`src/verilog/fpu_pkg.sv`:
```
package fpu_pkg;

    // host opcodes where codes 2 and 3 give a zero result
    typedef enum logic [1:0] {
        op_add  = 2'd0,
        op_sub  = 2'd1,
        op_rsv2 = 2'd2,
        op_rsv3 = 2'd3
    } fpu_op_e;

    // sequencer states
    typedef enum logic [1:0] {
        st_idle = 2'd0,
        st_norm = 2'd1,
        st_done = 2'd2
    } fpu_state_e;

endpackage

```
`src/verilog/sum_if.sv`:
```
`timescale 1ns/1ns

// raw significand sum handed from the aligner to the normalizer
interface sum_if #(
    parameter int EXP_W = 8,
    parameter int MAN_W = 23
);
    logic             sign;   // result sign
    logic [EXP_W-1:0] exp;    // exponent of the larger operand
    logic [MAN_W:0]   mant;   // hidden bit plus fraction
    logic             carry;  // carry out of the significand add

    modport src (
        output sign,
        output exp,
        output mant,
        output carry
    );

    modport dst (
        input sign,
        input exp,
        input mant,
        input carry
    );
endinterface

```
`src/verilog/fp_align_add.sv`:
```
`timescale 1ns/1ns

module fp_align_add #(
    parameter int EXP_W = 8,
    parameter int MAN_W = 23
) (
    input  logic                 clk,
    input  logic                 rst_n,
    input  logic                 load,
    input  fpu_pkg::fpu_op_e     opcode,
    input  logic [EXP_W+MAN_W:0] float1,
    input  logic [EXP_W+MAN_W:0] float2,
    sum_if.src                   sum
);
    localparam int FP_W  = 1 + EXP_W + MAN_W;
    localparam int SIG_W = MAN_W + 1;

    logic [FP_W-1:0]  f1_swap;      // larger magnitude
    logic [FP_W-1:0]  f2_swap;      // smaller magnitude
    logic             swap_flag;
    logic             f1_sign;
    logic             f2_sign;
    logic [EXP_W-1:0] f1_exp;
    logic [EXP_W-1:0] f2_exp;
    logic [EXP_W-1:0] exp_diff;
    logic [SIG_W-1:0] f1_m;
    logic [SIG_W-1:0] f2_m;
    logic [SIG_W-1:0] f2_shift;
    logic [SIG_W-1:0] f2_rnd;
    logic             g_bit;
    logic             r_bit;
    logic             s_bit;
    logic             eff_sub;
    logic [SIG_W:0]   sum_raw;      // carry plus significand
    logic             sum_sign;

    // one bit of the smaller significand and zero when idx is out of range
    function automatic logic sig_bit(input logic [SIG_W-1:0] m, input int idx);
        return (idx >= 0 && idx < SIG_W) ? m[idx] : 1'b0;
    endfunction

    // exponent and fraction compare as one unsigned field
    // and equal magnitudes keep the original order
    assign swap_flag = float2[FP_W-2:0] > float1[FP_W-2:0];
    assign f1_swap   = swap_flag ? float2 : float1;
    assign f2_swap   = swap_flag ? float1 : float2;

    assign f1_sign = f1_swap[FP_W-1];
    assign f2_sign = f2_swap[FP_W-1];
    assign f1_exp  = f1_swap[FP_W-2:MAN_W];
    assign f2_exp  = f2_swap[FP_W-2:MAN_W];
    assign f1_m    = {1'b1, f1_swap[MAN_W-1:0]};  // hidden bit always set
    assign f2_m    = {1'b1, f2_swap[MAN_W-1:0]};

    assign exp_diff = f1_exp - f2_exp;

    // guard, round and sticky are the three bits just below the new lsb
    always_comb begin
        g_bit = sig_bit(f2_m, int'(exp_diff) - 1);
        r_bit = sig_bit(f2_m, int'(exp_diff) - 2);
        s_bit = sig_bit(f2_m, int'(exp_diff) - 3);
    end

    assign f2_shift = f2_m >> exp_diff;
    // round to nearest even while aligning
    assign f2_rnd = (g_bit & (r_bit | s_bit | f2_shift[0])) ? f2_shift + 1'b1 : f2_shift;

    // sub with equal signs, or add with unequal signs, is a true subtract
    assign eff_sub = (f1_sign ^ f2_sign) ^ (opcode == fpu_pkg::op_sub);

    always_comb begin
        if (eff_sub) begin
            sum_raw = {1'b0, f1_m} - {1'b0, f2_rnd};
        end else begin
            sum_raw = {1'b0, f1_m} + {1'b0, f2_rnd};
        end
    end

    // sub flips the sign when the operands were swapped
    assign sum_sign = (opcode == fpu_pkg::op_sub) ? (f1_sign ^ swap_flag) : f1_sign;

    always_ff @(posedge clk) begin
        if (!rst_n) begin
            sum.sign  <= 1'b0;
            sum.exp   <= '0;
            sum.mant  <= '0;
            sum.carry <= 1'b0;
        end else if (load) begin
            case (opcode)
                fpu_pkg::op_add, fpu_pkg::op_sub: begin
                    sum.sign             <= sum_sign;
                    sum.exp              <= f1_exp;
                    {sum.carry, sum.mant} <= sum_raw;
                end
                default: begin  // reserved codes
                    sum.sign  <= 1'b0;
                    sum.exp   <= '0;
                    sum.mant  <= '0;
                    sum.carry <= 1'b0;
                end
            endcase
        end
    end

endmodule

```
`src/verilog/fp_normalizer.sv`:
```
`timescale 1ns/1ns

module fp_normalizer #(
    parameter int EXP_W = 8,
    parameter int MAN_W = 23
) (
    input  logic                 clk,
    input  logic                 rst_n,
    input  logic                 init,
    input  logic                 step,
    sum_if.dst                   sum,
    output logic                 msb,
    output logic [EXP_W+MAN_W:0] result
);
    logic             sign_q;
    logic [EXP_W-1:0] exp_q;
    logic [MAN_W:0]   mant_q;   // bit MAN_W is the hidden bit
    logic             zero_q;   // all-zero sum from a reserved opcode
    logic             sum_zero;

    assign sum_zero = !sum.sign && !sum.carry && (sum.exp == '0) && (sum.mant == '0);

    always_ff @(posedge clk) begin
        if (!rst_n) begin
            sign_q <= 1'b0;
            exp_q  <= '0;
            mant_q <= '0;
            zero_q <= 1'b0;
        end else if (init) begin
            sign_q <= sum.sign;
            zero_q <= sum_zero;
            if (sum.carry) begin
                // carry becomes the new hidden bit
                mant_q <= {1'b1, sum.mant[MAN_W:1]};
                exp_q  <= sum.exp + 1'b1;
            end else begin
                mant_q <= sum.mant;
                exp_q  <= sum.exp;
            end
        end else if (step) begin
            mant_q <= {mant_q[MAN_W-1:0], 1'b0};  // one leading zero out
            exp_q  <= exp_q - 1'b1;
        end
    end

    assign msb = mant_q[MAN_W];

    always_comb begin
        if (zero_q) begin
            result = '0;
        end else begin
            result = {sign_q, exp_q, mant_q[MAN_W-1:0]};  // hidden bit dropped
        end
    end

endmodule

```
`src/verilog/fp_shift_counter.sv`:
```
`timescale 1ns/1ns

module fp_shift_counter #(
    parameter int MAN_W = 23
) (
    input  logic clk,
    input  logic rst_n,
    input  logic load,
    input  logic step,
    output logic limit
);
    // an all-zero sum is shifted across the whole significand
    localparam int STEP_MAX = MAN_W + 1;
    localparam int CNT_W    = $clog2(STEP_MAX + 1);

    logic [CNT_W-1:0] count;

    always_ff @(posedge clk) begin
        if (!rst_n) begin
            count <= '0;
        end else if (load) begin
            count <= '0;  // new operation
        end else if (step && !limit) begin
            count <= count + 1'b1;
        end
    end

    assign limit = (count == CNT_W'(STEP_MAX));

endmodule

```
`src/verilog/fpu_ctrl.sv`:
```
`timescale 1ns/1ns

module fpu_ctrl #(
    parameter int EXP_W = 8,
    parameter int MAN_W = 23
) (
    input  logic                 clk,
    input  logic                 rst_n,
    input  logic                 start,
    input  logic                 msb,
    input  logic                 limit,
    output logic                 load,
    output logic                 init,
    output logic                 step,
    output logic                 busy,
    output logic                 done,
    input  logic [EXP_W+MAN_W:0] result_in,
    output logic [EXP_W+MAN_W:0] float_ans
);
    fpu_pkg::fpu_state_e state;
    fpu_pkg::fpu_state_e state_nxt;
    logic                finish;  // last normalize cycle

    always_comb begin
        load      = 1'b0;
        step      = 1'b0;
        state_nxt = state;
        case (state)
            fpu_pkg::st_idle: begin
                if (start) begin
                    load      = 1'b1;
                    state_nxt = fpu_pkg::st_norm;
                end
            end
            fpu_pkg::st_norm: begin
                // first cycle only loads the normalizer
                if (!init) begin
                    if (msb || limit) begin
                        state_nxt = fpu_pkg::st_done;
                    end else begin
                        step = 1'b1;
                    end
                end
            end
            fpu_pkg::st_done: state_nxt = fpu_pkg::st_idle;
            default:          state_nxt = fpu_pkg::st_idle;
        endcase
    end

    assign finish = (state == fpu_pkg::st_norm) && (state_nxt == fpu_pkg::st_done);

    always_ff @(posedge clk) begin
        if (!rst_n) begin
            state     <= fpu_pkg::st_idle;
            init      <= 1'b0;
            float_ans <= '0;
        end else begin
            state <= state_nxt;
            init  <= load;           // init follows load by one cycle
            if (finish) begin
                float_ans <= result_in;  // held until the next done
            end
        end
    end

    assign busy = (state != fpu_pkg::st_idle);
    assign done = (state == fpu_pkg::st_done);

endmodule

```
`src/verilog/fpu_addsub_top.sv`:
```
`timescale 1ns/1ns

module fpu_addsub_top #(
    parameter int EXP_W = 8,
    parameter int MAN_W = 23
) (
    input  logic                 clk,
    input  logic                 rst_n,
    input  logic                 start,
    input  fpu_pkg::fpu_op_e     opcode,
    input  logic [EXP_W+MAN_W:0] float1,
    input  logic [EXP_W+MAN_W:0] float2,
    output logic                 busy,
    output logic                 done,
    output logic [EXP_W+MAN_W:0] float_ans
);
    localparam int FP_W = 1 + EXP_W + MAN_W;

    logic            load;
    logic            init;
    logic            step;
    logic            msb;
    logic            limit;
    logic [FP_W-1:0] result;

    // aligner to normalizer
    sum_if #(
        .EXP_W (EXP_W),
        .MAN_W (MAN_W)
    ) u_sum ();

    fpu_ctrl #(
        .EXP_W (EXP_W),
        .MAN_W (MAN_W)
    ) u_ctrl (
        .clk       (clk),
        .rst_n     (rst_n),
        .start     (start),
        .msb       (msb),
        .limit     (limit),
        .load      (load),
        .init      (init),
        .step      (step),
        .busy      (busy),
        .done      (done),
        .result_in (result),
        .float_ans (float_ans)
    );

    fp_align_add #(
        .EXP_W (EXP_W),
        .MAN_W (MAN_W)
    ) u_align (
        .clk    (clk),
        .rst_n  (rst_n),
        .load   (load),
        .opcode (opcode),
        .float1 (float1),
        .float2 (float2),
        .sum    (u_sum.src)
    );

    fp_normalizer #(
        .EXP_W (EXP_W),
        .MAN_W (MAN_W)
    ) u_norm (
        .clk    (clk),
        .rst_n  (rst_n),
        .init   (init),
        .step   (step),
        .sum    (u_sum.dst),
        .msb    (msb),
        .result (result)
    );

    // bounds the left-shift loop
    fp_shift_counter #(
        .MAN_W (MAN_W)
    ) u_cnt (
        .clk   (clk),
        .rst_n (rst_n),
        .load  (load),
        .step  (step),
        .limit (limit)
    );

endmodule

```
`config.mk`:
```
export PLATFORM = sky130hd
export DESIGN_NAME = fpu_addsub_top
export DESIGN_NICKNAME = d
export VERILOG_FILES = /design/src/verilog/fpu_pkg.sv /design/src/verilog/sum_if.sv /design/src/verilog/fp_align_add.sv /design/src/verilog/fp_normalizer.sv /design/src/verilog/fp_shift_counter.sv /design/src/verilog/fpu_ctrl.sv /design/src/verilog/fpu_addsub_top.sv
export SDC_FILE = /design/constraint.sdc
export NUM_CORES = 1
export LEC_CHECK = 0
export BUFFER_PORTS_ARGS = -buffer_cell sky130_fd_sc_hd__buf_4
export CORE_ASPECT_RATIO = 2
export CORE_MARGIN = 5
export CORE_UTILIZATION = 45
export CTS_CLUSTER_SIZE = 20
export DETAILED_ROUTE_END_ITERATION = 10
export GPL_ROUTABILITY_DRIVEN = 0
export PLACE_DENSITY = 0.63
export SKIP_CTS_REPAIR_TIMING = 1
export SKIP_LAST_GASP = 1
export SLEW_MARGIN = 20
export SYNTH_ARGS = -nofsm -noshare
export SYNTH_HDL_FRONTEND = slang
export SYNTH_SLANG_ARGS = --single-unit
export TNS_END_PERCENT = 50
```
`constraint.sdc`:
```
create_clock -name clk -period 14.25 [get_ports clk]
set_clock_uncertainty 0.15 [all_clocks]
set_input_delay 2.1375 -clock clk [delete_from_list [all_inputs] [get_ports clk]]
set_output_delay 2.1375 -clock clk [all_outputs]
set_load 0.01 [all_outputs]
```
==> summary by stage, run 1 <==
Global routing
Across every metal layer, demand over resource in global routing totals 0.262. The number of antenna violations at the first check in global routing is 0. The first global-routing pass estimated about 64000 µm of wire. The leftover overflow at the end of global routing is 0.

The via count of the first global-routing pass is 11900. The maximum number of pins on one net before global-route repair is 69.

STA
The minimum period implied by the final worst setup slack is around 13 ns. Based on the critical path, the design can be clocked at up to ~75 MHz. The tightest hold path in the finished design has a slack of around 0.32 ns. The max-slew headroom at the worst pin is 0.313. The sum of negative setup slack is 0 ns. Setup repair after global routing left no endpoint under its margin. The final number of hold-violating endpoints was 0.

The final-report max-slew violation count is 0. The slew of the pin with the lowest slew margin is roughly 1.0 ns. The number of setup violations in the final report is 0.

The post-route fraction of the period consumed by the critical path is 0.936.

Yosys
The top cell type by total area after synthesis is sky130_fd_sc_hd__dfxtp_1. The post-synthesis cell area is 11900 µm². In the post-synthesis netlist, the cell with the most instances is sky130_fd_sc_hd__nand2_1.

In this run, distinct cell masters in the synthesized netlist total 108. The average footprint of a synthesized cell is approximately 7.8 µm². Counting flops with a built-in enable in the synthesized netlist gives 0. The number of warning messages in the yosys log is 0.

For this run, asynchronously set or reset flops after synthesis account for 0. The share of synthesized area in the top cell type comes to 0.181. Sorting the synthesized cells by how often they occur yields sky130_fd_sc_hd__nand2_1, sky130_fd_sc_hd__dfxtp_1, sky130_fd_sc_hd__nor2_1, sky130_fd_sc_hd__o21ai_0, sky130_fd_sc_hd__mux2i_1. Counting flops and latches in the post-synthesis netlist gives approximately 110. The most used flip-flop cell after synthesis is sky130_fd_sc_hd__dfxtp_1. The synthesized netlist net count is between 1500 and 2000.

After synthesis, the cell types taking the most area are sky130_fd_sc_hd__dfxtp_1, sky130_fd_sc_hd__ha_1, sky130_fd_sc_hd__mux2i_1, sky130_fd_sc_hd__nand2_1, sky130_fd_sc_hd__o21ai_0. The number of standard cells after synthesis is 1531. For this run, the register share of the synthesized area comes to 0.181.

Route
The detailed-route vias per instance is about 6.3. The overall via count from detail_route is 12200. The detail route stage leaves a number of antenna-violating nets equal to 0.

The total DRC errors in the routed layout is 0. The aggregate routed wire length is between 40000 and 50000 µm. The first detailed-routing pass took 6 iterations. The DRC marker count from the first detailed-route iteration is a little under 800. The average wire per cell in the routed design is 21.0 µm.

Final layout
The number of antenna repair diodes is 0. The fill cell instance count of the final layout is between 2000 and 3000. The share of cells above drive strength 1 is 0.144. The area growth from synthesis to layout is 10.3%.

The net count of the finished layout is 1711.

Power
The share of total power dissipated in sequential elements is 0.210. The analysis attributes to cell leakage a power of ~0.0052 µW. The internal power of the cells is 894 µW.

The maximum vdd ir drop is approximately 0.072 mV. The power per cell area is approximately 130 nW/µm². The logic gate share of total power is 0.635. The share of total power dissipated in the clock network is 0.154. The switching power is roughly 800 µW. Of the total power, the share spent switching nets is 0.466.

Clock network
The insertion delay of the later-clocked pin in the worst-skew pair is between 0.3 and 0.4 ns. The clock net sink count is between 100 and 150. The number of clock buffers inserted by TritonCTS is 9.

After clock tree synthesis, the clock-pin slew on the worst setup and hold paths is about 0.070 ns. CTS placed an instance of sky130_fd_sc_hd__clkbuf_16 at the clock tree root. The CTS tree is done. No sink is reached through more buffers than the 2 on the longest clock path. The maximum level of the CTS H-tree is 3.

Worst setup path
The critical path starts at float1[25]. The endpoint type of the worst setup path is a flop. STA classifies the critical path startpoint as an input port. Among all stages on the critical path, the largest delay is contributed by sky130_fd_sc_hd__ha_1. The type of the setup path with the least slack is in -> reg. The worst reg2reg path startpoint is u_cnt.count[0].

Of all nets on the critical path, the largest fanout is 20. The required time of the critical path is 14.32 ns. The critical path's largest stage delay is 0.56 ns. The cell with the most instances on the worst path is sky130_fd_sc_hd__o21ai_0. STA puts the critical path data arrival time at between 10 and 15 ns.

Run status
The flow ran to the end, and the final reports show no timing, DRC or antenna violations.

Floorplan
The floorplan step defined a core boundary enclosing 26300 µm². The die extent in y is between 200 and 250 µm. During I/O placement, the number of pins put on the boundary was 103. Row generation in the floorplan step produced 84 rows. The horizontal extent of the die is 125 µm. The overall die area is approximately 30000 µm². For this configuration, the core starts out at a cell density of 0.454.

Hold path
The min-delay analysis places its worst path in the category reg -> reg. The startpoint identified for the worst hold timing path is u_ctrl.float_ans[3].

Flow run
The tool flagged a number of max-cap violations equal to 0.

Placed design
The port buffer count is between 100 and 150. Detailed placement finished with a half-perimeter wire length of about 33000 µm.
[metal layers]
metal / track usage / part of all wire / vias to the layer above
met5: 0 / 0 / -
met4: 0.218 / 0.094 / 0
met3: 0.0378 / 0.054 / 190
met2: 0.488 / 0.52 / 473
met1: 0.249 / 0.34 / 5669
li1: - / - / 5824
[placed cells by master, fill, tap and decap left out, types with 17 or more instances in the layout]
cell type	count
sky130_fd_sc_hd__a211oi_1	64
sky130_fd_sc_hd__a21oi_1	71
sky130_fd_sc_hd__a22o_1	35
sky130_fd_sc_hd__a31oi_1	19
sky130_fd_sc_hd__and2_1	17
sky130_fd_sc_hd__buf_4	121
sky130_fd_sc_hd__dfxtp_1	107
sky130_fd_sc_hd__ha_1	68
sky130_fd_sc_hd__inv_1	65
sky130_fd_sc_hd__mux2i_1	83
sky130_fd_sc_hd__mux4_2	19
sky130_fd_sc_hd__nand2_1	148
sky130_fd_sc_hd__nand3_1	42
sky130_fd_sc_hd__nand4_1	23
sky130_fd_sc_hd__nor2_1	107
sky130_fd_sc_hd__nor2b_1	37
sky130_fd_sc_hd__nor3_1	38
sky130_fd_sc_hd__nor4_1	21
sky130_fd_sc_hd__o211ai_1	21
sky130_fd_sc_hd__o21ai_0	108
sky130_fd_sc_hd__o31ai_1	17
sky130_fd_sc_hd__xnor2_1	47
sky130_fd_sc_hd__xor2_1	29
[sequential cells by signal, summed over array words and instances, names as in the netlist, 2 cells and up]
| signal | cells |
|---|---|
| u_ctrl.float_ans | 32 |
| u_align.sum.mant | 24 |
| u_norm.mant_q | 24 |
| u_align.sum.exp | 8 |
| u_norm.exp_q | 8 |
| u_cnt.count | 5 |
| u_ctrl.state | 2 |
[critical path, delay by kind of cell]
kind	cells	cell delay, ns
fa+ha+maj	5	1.76
simple gates	12	2.59
mux	2	0.53
compound gates	24	5.73
xor+xnor	1	0.18
buf+inv	4	0.41
[worst paths after layout]
path / end / slack, ns / cells past startpoint
min reg2reg: u_ctrl.float_ans[3] / 0.32 / 1
min: u_ctrl.float_ans[3] / 0.32 / 1
max reg2reg: u_norm.exp_q[7] / 11.00 / 12
max: u_align.sum.carry / 0.91 / 48
[final cells by class]
type                            count  area [µm²]  area share
Clock buffer                       10         229      0.0174
Multi-Input combinational cell   1263        9090       0.691
Inverter                           68         256      0.0195
Clock inverter                      5        77.6     0.00590
Timing Repair Buffer              121         908      0.0691
Tap cell                          344         430      0.0327
Sequential cell                   108        2160       0.164
[power by group through the flow]
stage          sequential, µW  clock, µW  combinational (µW)
3_3_place_gp              359          0                1030
2_1_floorplan             351          0                 798
5_1_grt                   356        276                1160
3_5_place_dp              359          0                1040
4_1_cts                   352        266                1040
6_report                  352        258                1060
[logic make-up after synthesis]
group / after synthesis / synth area share
simple gates: 524 / 0.229
xor+xnor: 78 / 0.0596
compound gates: 476 / 0.279
mux: 114 / 0.117
flops: 108 / 0.181
buf+inv: 160 / 0.0589
fa+ha+maj: 71 / 0.0751
[through the flow]
step | instance area [µm²] | instances | setup WS, ns | total power [µW] | utilization
5_1_grt | 13200 | 1919 | 0.0505 | 1800 | 0.501
6_report | 13200 | 1919 | 0.911 | 1670 | 0.501
4_1_cts | 13100 | 1919 | 0.945 | 1660 | 0.500
3_5_place_dp | 12800 | 1904 | 0.616 | 1400 | 0.489
2_1_floorplan | 11900 | 1531 | 2.09 | 1150 | -
3_3_place_gp | 12800 | 1904 | 0.871 | 1390 | 0.489
(Power assumes the default switching activity.)
==> run 2, diff against run 1 <==
--- a/config.mk
+++ b/config.mk
@@ -12,7 +12,7 @@
 export CTS_CLUSTER_SIZE = 20
 export DETAILED_ROUTE_END_ITERATION = 10
 export GPL_ROUTABILITY_DRIVEN = 0
-export PLACE_DENSITY = 0.63
+export PLACE_DENSITY = 0.67
 export SKIP_CTS_REPAIR_TIMING = 1
 export SKIP_LAST_GASP = 1
 export SLEW_MARGIN = 20
==> run 2 against run 1 <==
First-iteration DRC count up 21%. Worst setup slack better by 0.036 ns. Final cell count about the same. Via count down 0.38%. Sequential share of layout area about the same. Fmax up 0.27%. Cell area down 0.17%. Die area unchanged. Critical path type unchanged. Critical endpoint unchanged.
==> summary by stage, run 2 (synthesis results as in run 1) <==
Worst setup path
The launch point of the critical path is float1[25]. The worst setup path is launched from an input port. On the critical path the largest part of the delay comes from compound AO/OA/AOI/OAI gates. The signal arrival time at the worst endpoint is 13.38 ns (-0.03 ns). The cell with the most instances on the worst path is sky130_fd_sc_hd__o21ai_0.

The endpoint type of the worst setup path is a flop. The required time of the critical path was 14.33 ns (about the same). The cell with the largest stage delay on the worst path is sky130_fd_sc_hd__ha_1. The total stage count of the critical path was 48 (unchanged). The timing endpoint of the critical path is u_align.sum.carry. The worst setup slack for register-to-register paths is 11.07 ns (+0.07 ns). The critical path's largest stage delay is 0.55 ns (about the same).

The startpoint identified for the worst register-to-register timing path is u_cnt.count[0]. The number of cells on the worst reg-to-reg path is 12 (unchanged). The number of buffers and inverters on the critical path came to 4 (unchanged).

The type of the setup path with the least slack is in -> reg. The maximum fanout encountered on the critical timing path came to 20 (unchanged). The endpoint identified for the worst register-to-register timing path is u_norm.exp_q[7].

Power
The maximum vdd ir drop is 0.0738 mV (+2.8%). The switching power came to 793 µW (+1.7%). The logic gate share of total power is 0.643 (+0.008).

The switching share of power came to 0.479 (+0.0131). The register share of total power is 0.213 (+0.003). The leakage power summed over all cells came to 0.00517 µW (-0.32%). The clock share of power came to 0.144 (-0.010). The internal power of the cells is 863 µW (-3.5%). The power per cell area is 126 nW/µm² (-0.87%).

Global routing
The number of antenna violations at the first check in global routing is 0 (unchanged). The leftover overflow at the end of global routing is 0 (unchanged). The global-route usage over all layers is 0.259 (-0.00303).

The maximum number of pins on one net before global-route repair is 69 (unchanged). The via count of the first global-routing pass came to 11900 (+0.14%). The global-route wire length before repair is 63100 µm (-0.88%).

Route
The average wire per cell in the routed design is 20.9 µm (-0.60%). The detailed-route vias per instance was 6.31 (-0.43%). The overall via count from detail_route is 12100 (-0.38%). The post-detailed-route count of antenna-violating nets is 0 (unchanged). The first-pass detailed-route iteration total is 5 (-1). The aggregate routed wire length is 40200 µm (-0.55%).

The DRC marker count from the first detailed-route iteration is 965 (+21%). The total DRC errors in the routed layout is 0 (unchanged).

STA
The number of setup violations in the final report is 0 (unchanged). The minimum period implied by the final worst setup slack is 13.30 ns (-0.0355 ns). The achievable frequency was 75.2 MHz (+0.27%). The max-slew headroom at the worst pin was 0.335 (+0.0222).

The slew of the pin with the lowest slew margin is 0.997 ns (-0.0225 ns). The final-report max-slew violation count is 0 (unchanged). The sum of negative setup slack is 0 ns (unchanged). The final number of hold-violating endpoints is 0 (unchanged). The setup slack after layout is 0.947 ns (+0.0355 ns). Setup repair after global routing left no endpoint under its margin. The post-route fraction of the period consumed by the critical path is 0.934 (-0.00249).

Final layout
The library cells used most frequently in the layout, excluding fill and tap cells, are sky130_fd_sc_hd__nand2_1, sky130_fd_sc_hd__buf_4, sky130_fd_sc_hd__o21ai_0. The net count of the finished layout is 1711 (unchanged). The growth of design area from synthesis to finish is 10.2%. The number of flip-flops in the largest register came to 32 (unchanged). The largest registers in the layout are u_ctrl.float_ans x32, u_align.sum.mant x24, u_norm.mant_q x24. The number of antenna repair diodes was 0 (unchanged).

Leaving out fill and tap cells, the most frequent cell in the layout is sky130_fd_sc_hd__nand2_1. Ranked by flip-flop count, first place goes to u_ctrl.float_ans. The share of cells above drive strength 1 is 0.145 (+0.00118).

Placed design
The post-placement worst setup slack was 0.683 ns (+0.0667 ns). The port buffer count was 102 (unchanged). The detailed-placement wirelength estimate was 32200 µm (-1.5%).

Floorplan
The die extent in y is 240 µm (unchanged). The number of I/O pins is 103 (unchanged). The total number of placement rows was 84 (unchanged).

The horizontal extent of the die is 125 µm (unchanged). The effective utilization at floorplan is 0.454 (unchanged). The overall die area came to 30000 µm² (unchanged).

The area of the placeable core is 26300 µm² (unchanged).

Clock network
TritonCTS built the clock tree. The clock slew at the register clock pins of the worst setup and hold paths was 0.07 ns (about the same). The maximum clock path buffer count is 2 (unchanged).

The insertion delay of the later-clocked pin in the worst-skew pair is 0.35 ns (about the same). The maximum level of the CTS H-tree was 3 (unchanged). The clock net sink count is 108 (unchanged). The number of clock buffers inserted by TritonCTS is 9 (unchanged). The root buffer cell chosen for the clock tree is sky130_fd_sc_hd__clkbuf_16.

Flow run
The reported max-cap violation count is 0 (unchanged).

Hold path
The class of the tightest hold or removal check is reg -> reg.

Run status
The flow ran to the end, and the final reports show no timing, DRC or antenna violations.
[run 2: cell count changes in the layout (fill, tap and decap cells not counted), sizes merged]
cell	previous run	this run
clkbuf	10	9
inv	65	67
bufinv	2	0
clkinvlp	1	3
[run 2: area by class of cell]
class | count | area (µm²)
inverter | 68 | 256
clock buffer | 9 | 225
tap | 344 | 430
timing repair buffer | 121 | 908
sequential | 108 | 2160
fill | 2594 | 13100
clock inverter | 7 | 58.8
multi-input combinational | 1263 | 9090
[run 2: power by group through the flow]
stage	combinational, µW	clock (µW)	sequential, µW
3_3_place_gp	1020	0	359
6_report	1070	238	352
2_1_floorplan	798	0	351
5_1_grt	1160	258	356
4_1_cts	1040	244	352
3_5_place_dp	1030	0	360
[run 2: per-stage QoR]
step / hold WS (ns) / total power, µW / cells / cell area [µm²] / util
after detailed placement: 0.308 / 1390 / 1904 / 12800 / 0.489
after global routing: 0.342 / 1780 / 1920 / 13100 / 0.500
final: 0.324 / 1660 / 1920 / 13100 / 0.500
after CTS: 0.329 / 1640 / 1920 / 13100 / 0.499
after global placement: 0.307 / 1380 / 1904 / 12800 / 0.489
after floorplan: 0.283 / 1150 / 1531 / 11900 / -
[run 2: worst min-delay path by stage]
stage	from	end	depth (start not counted)
2_1_floorplan	u_norm.zero_q	u_norm.zero_q	2
3_3_place_gp	u_ctrl.float_ans[21]	u_ctrl.float_ans[21]	1
3_5_place_dp	u_ctrl.float_ans[18]	u_ctrl.float_ans[18]	1
4_1_cts	u_ctrl.float_ans[10]	u_ctrl.float_ans[10]	1
5_1_grt	u_ctrl.float_ans[3]	u_ctrl.float_ans[3]	1
6_report	u_ctrl.float_ans[9]	u_ctrl.float_ans[9]	1
[run 2: routing by layer]
metal | share of wire | track usage | vias to the layer above | wire length [µm]
li1 | - | - | 5832 | -
met1 | 0.35 | 0.247 | 5595 | 13900
met2 | 0.51 | 0.480 | 491 | 20400
met3 | 0.056 | 0.0474 | 192 | 2240
met4 | 0.091 | 0.205 | 0 | 3670
met5 | 0 | 0 | - | 0
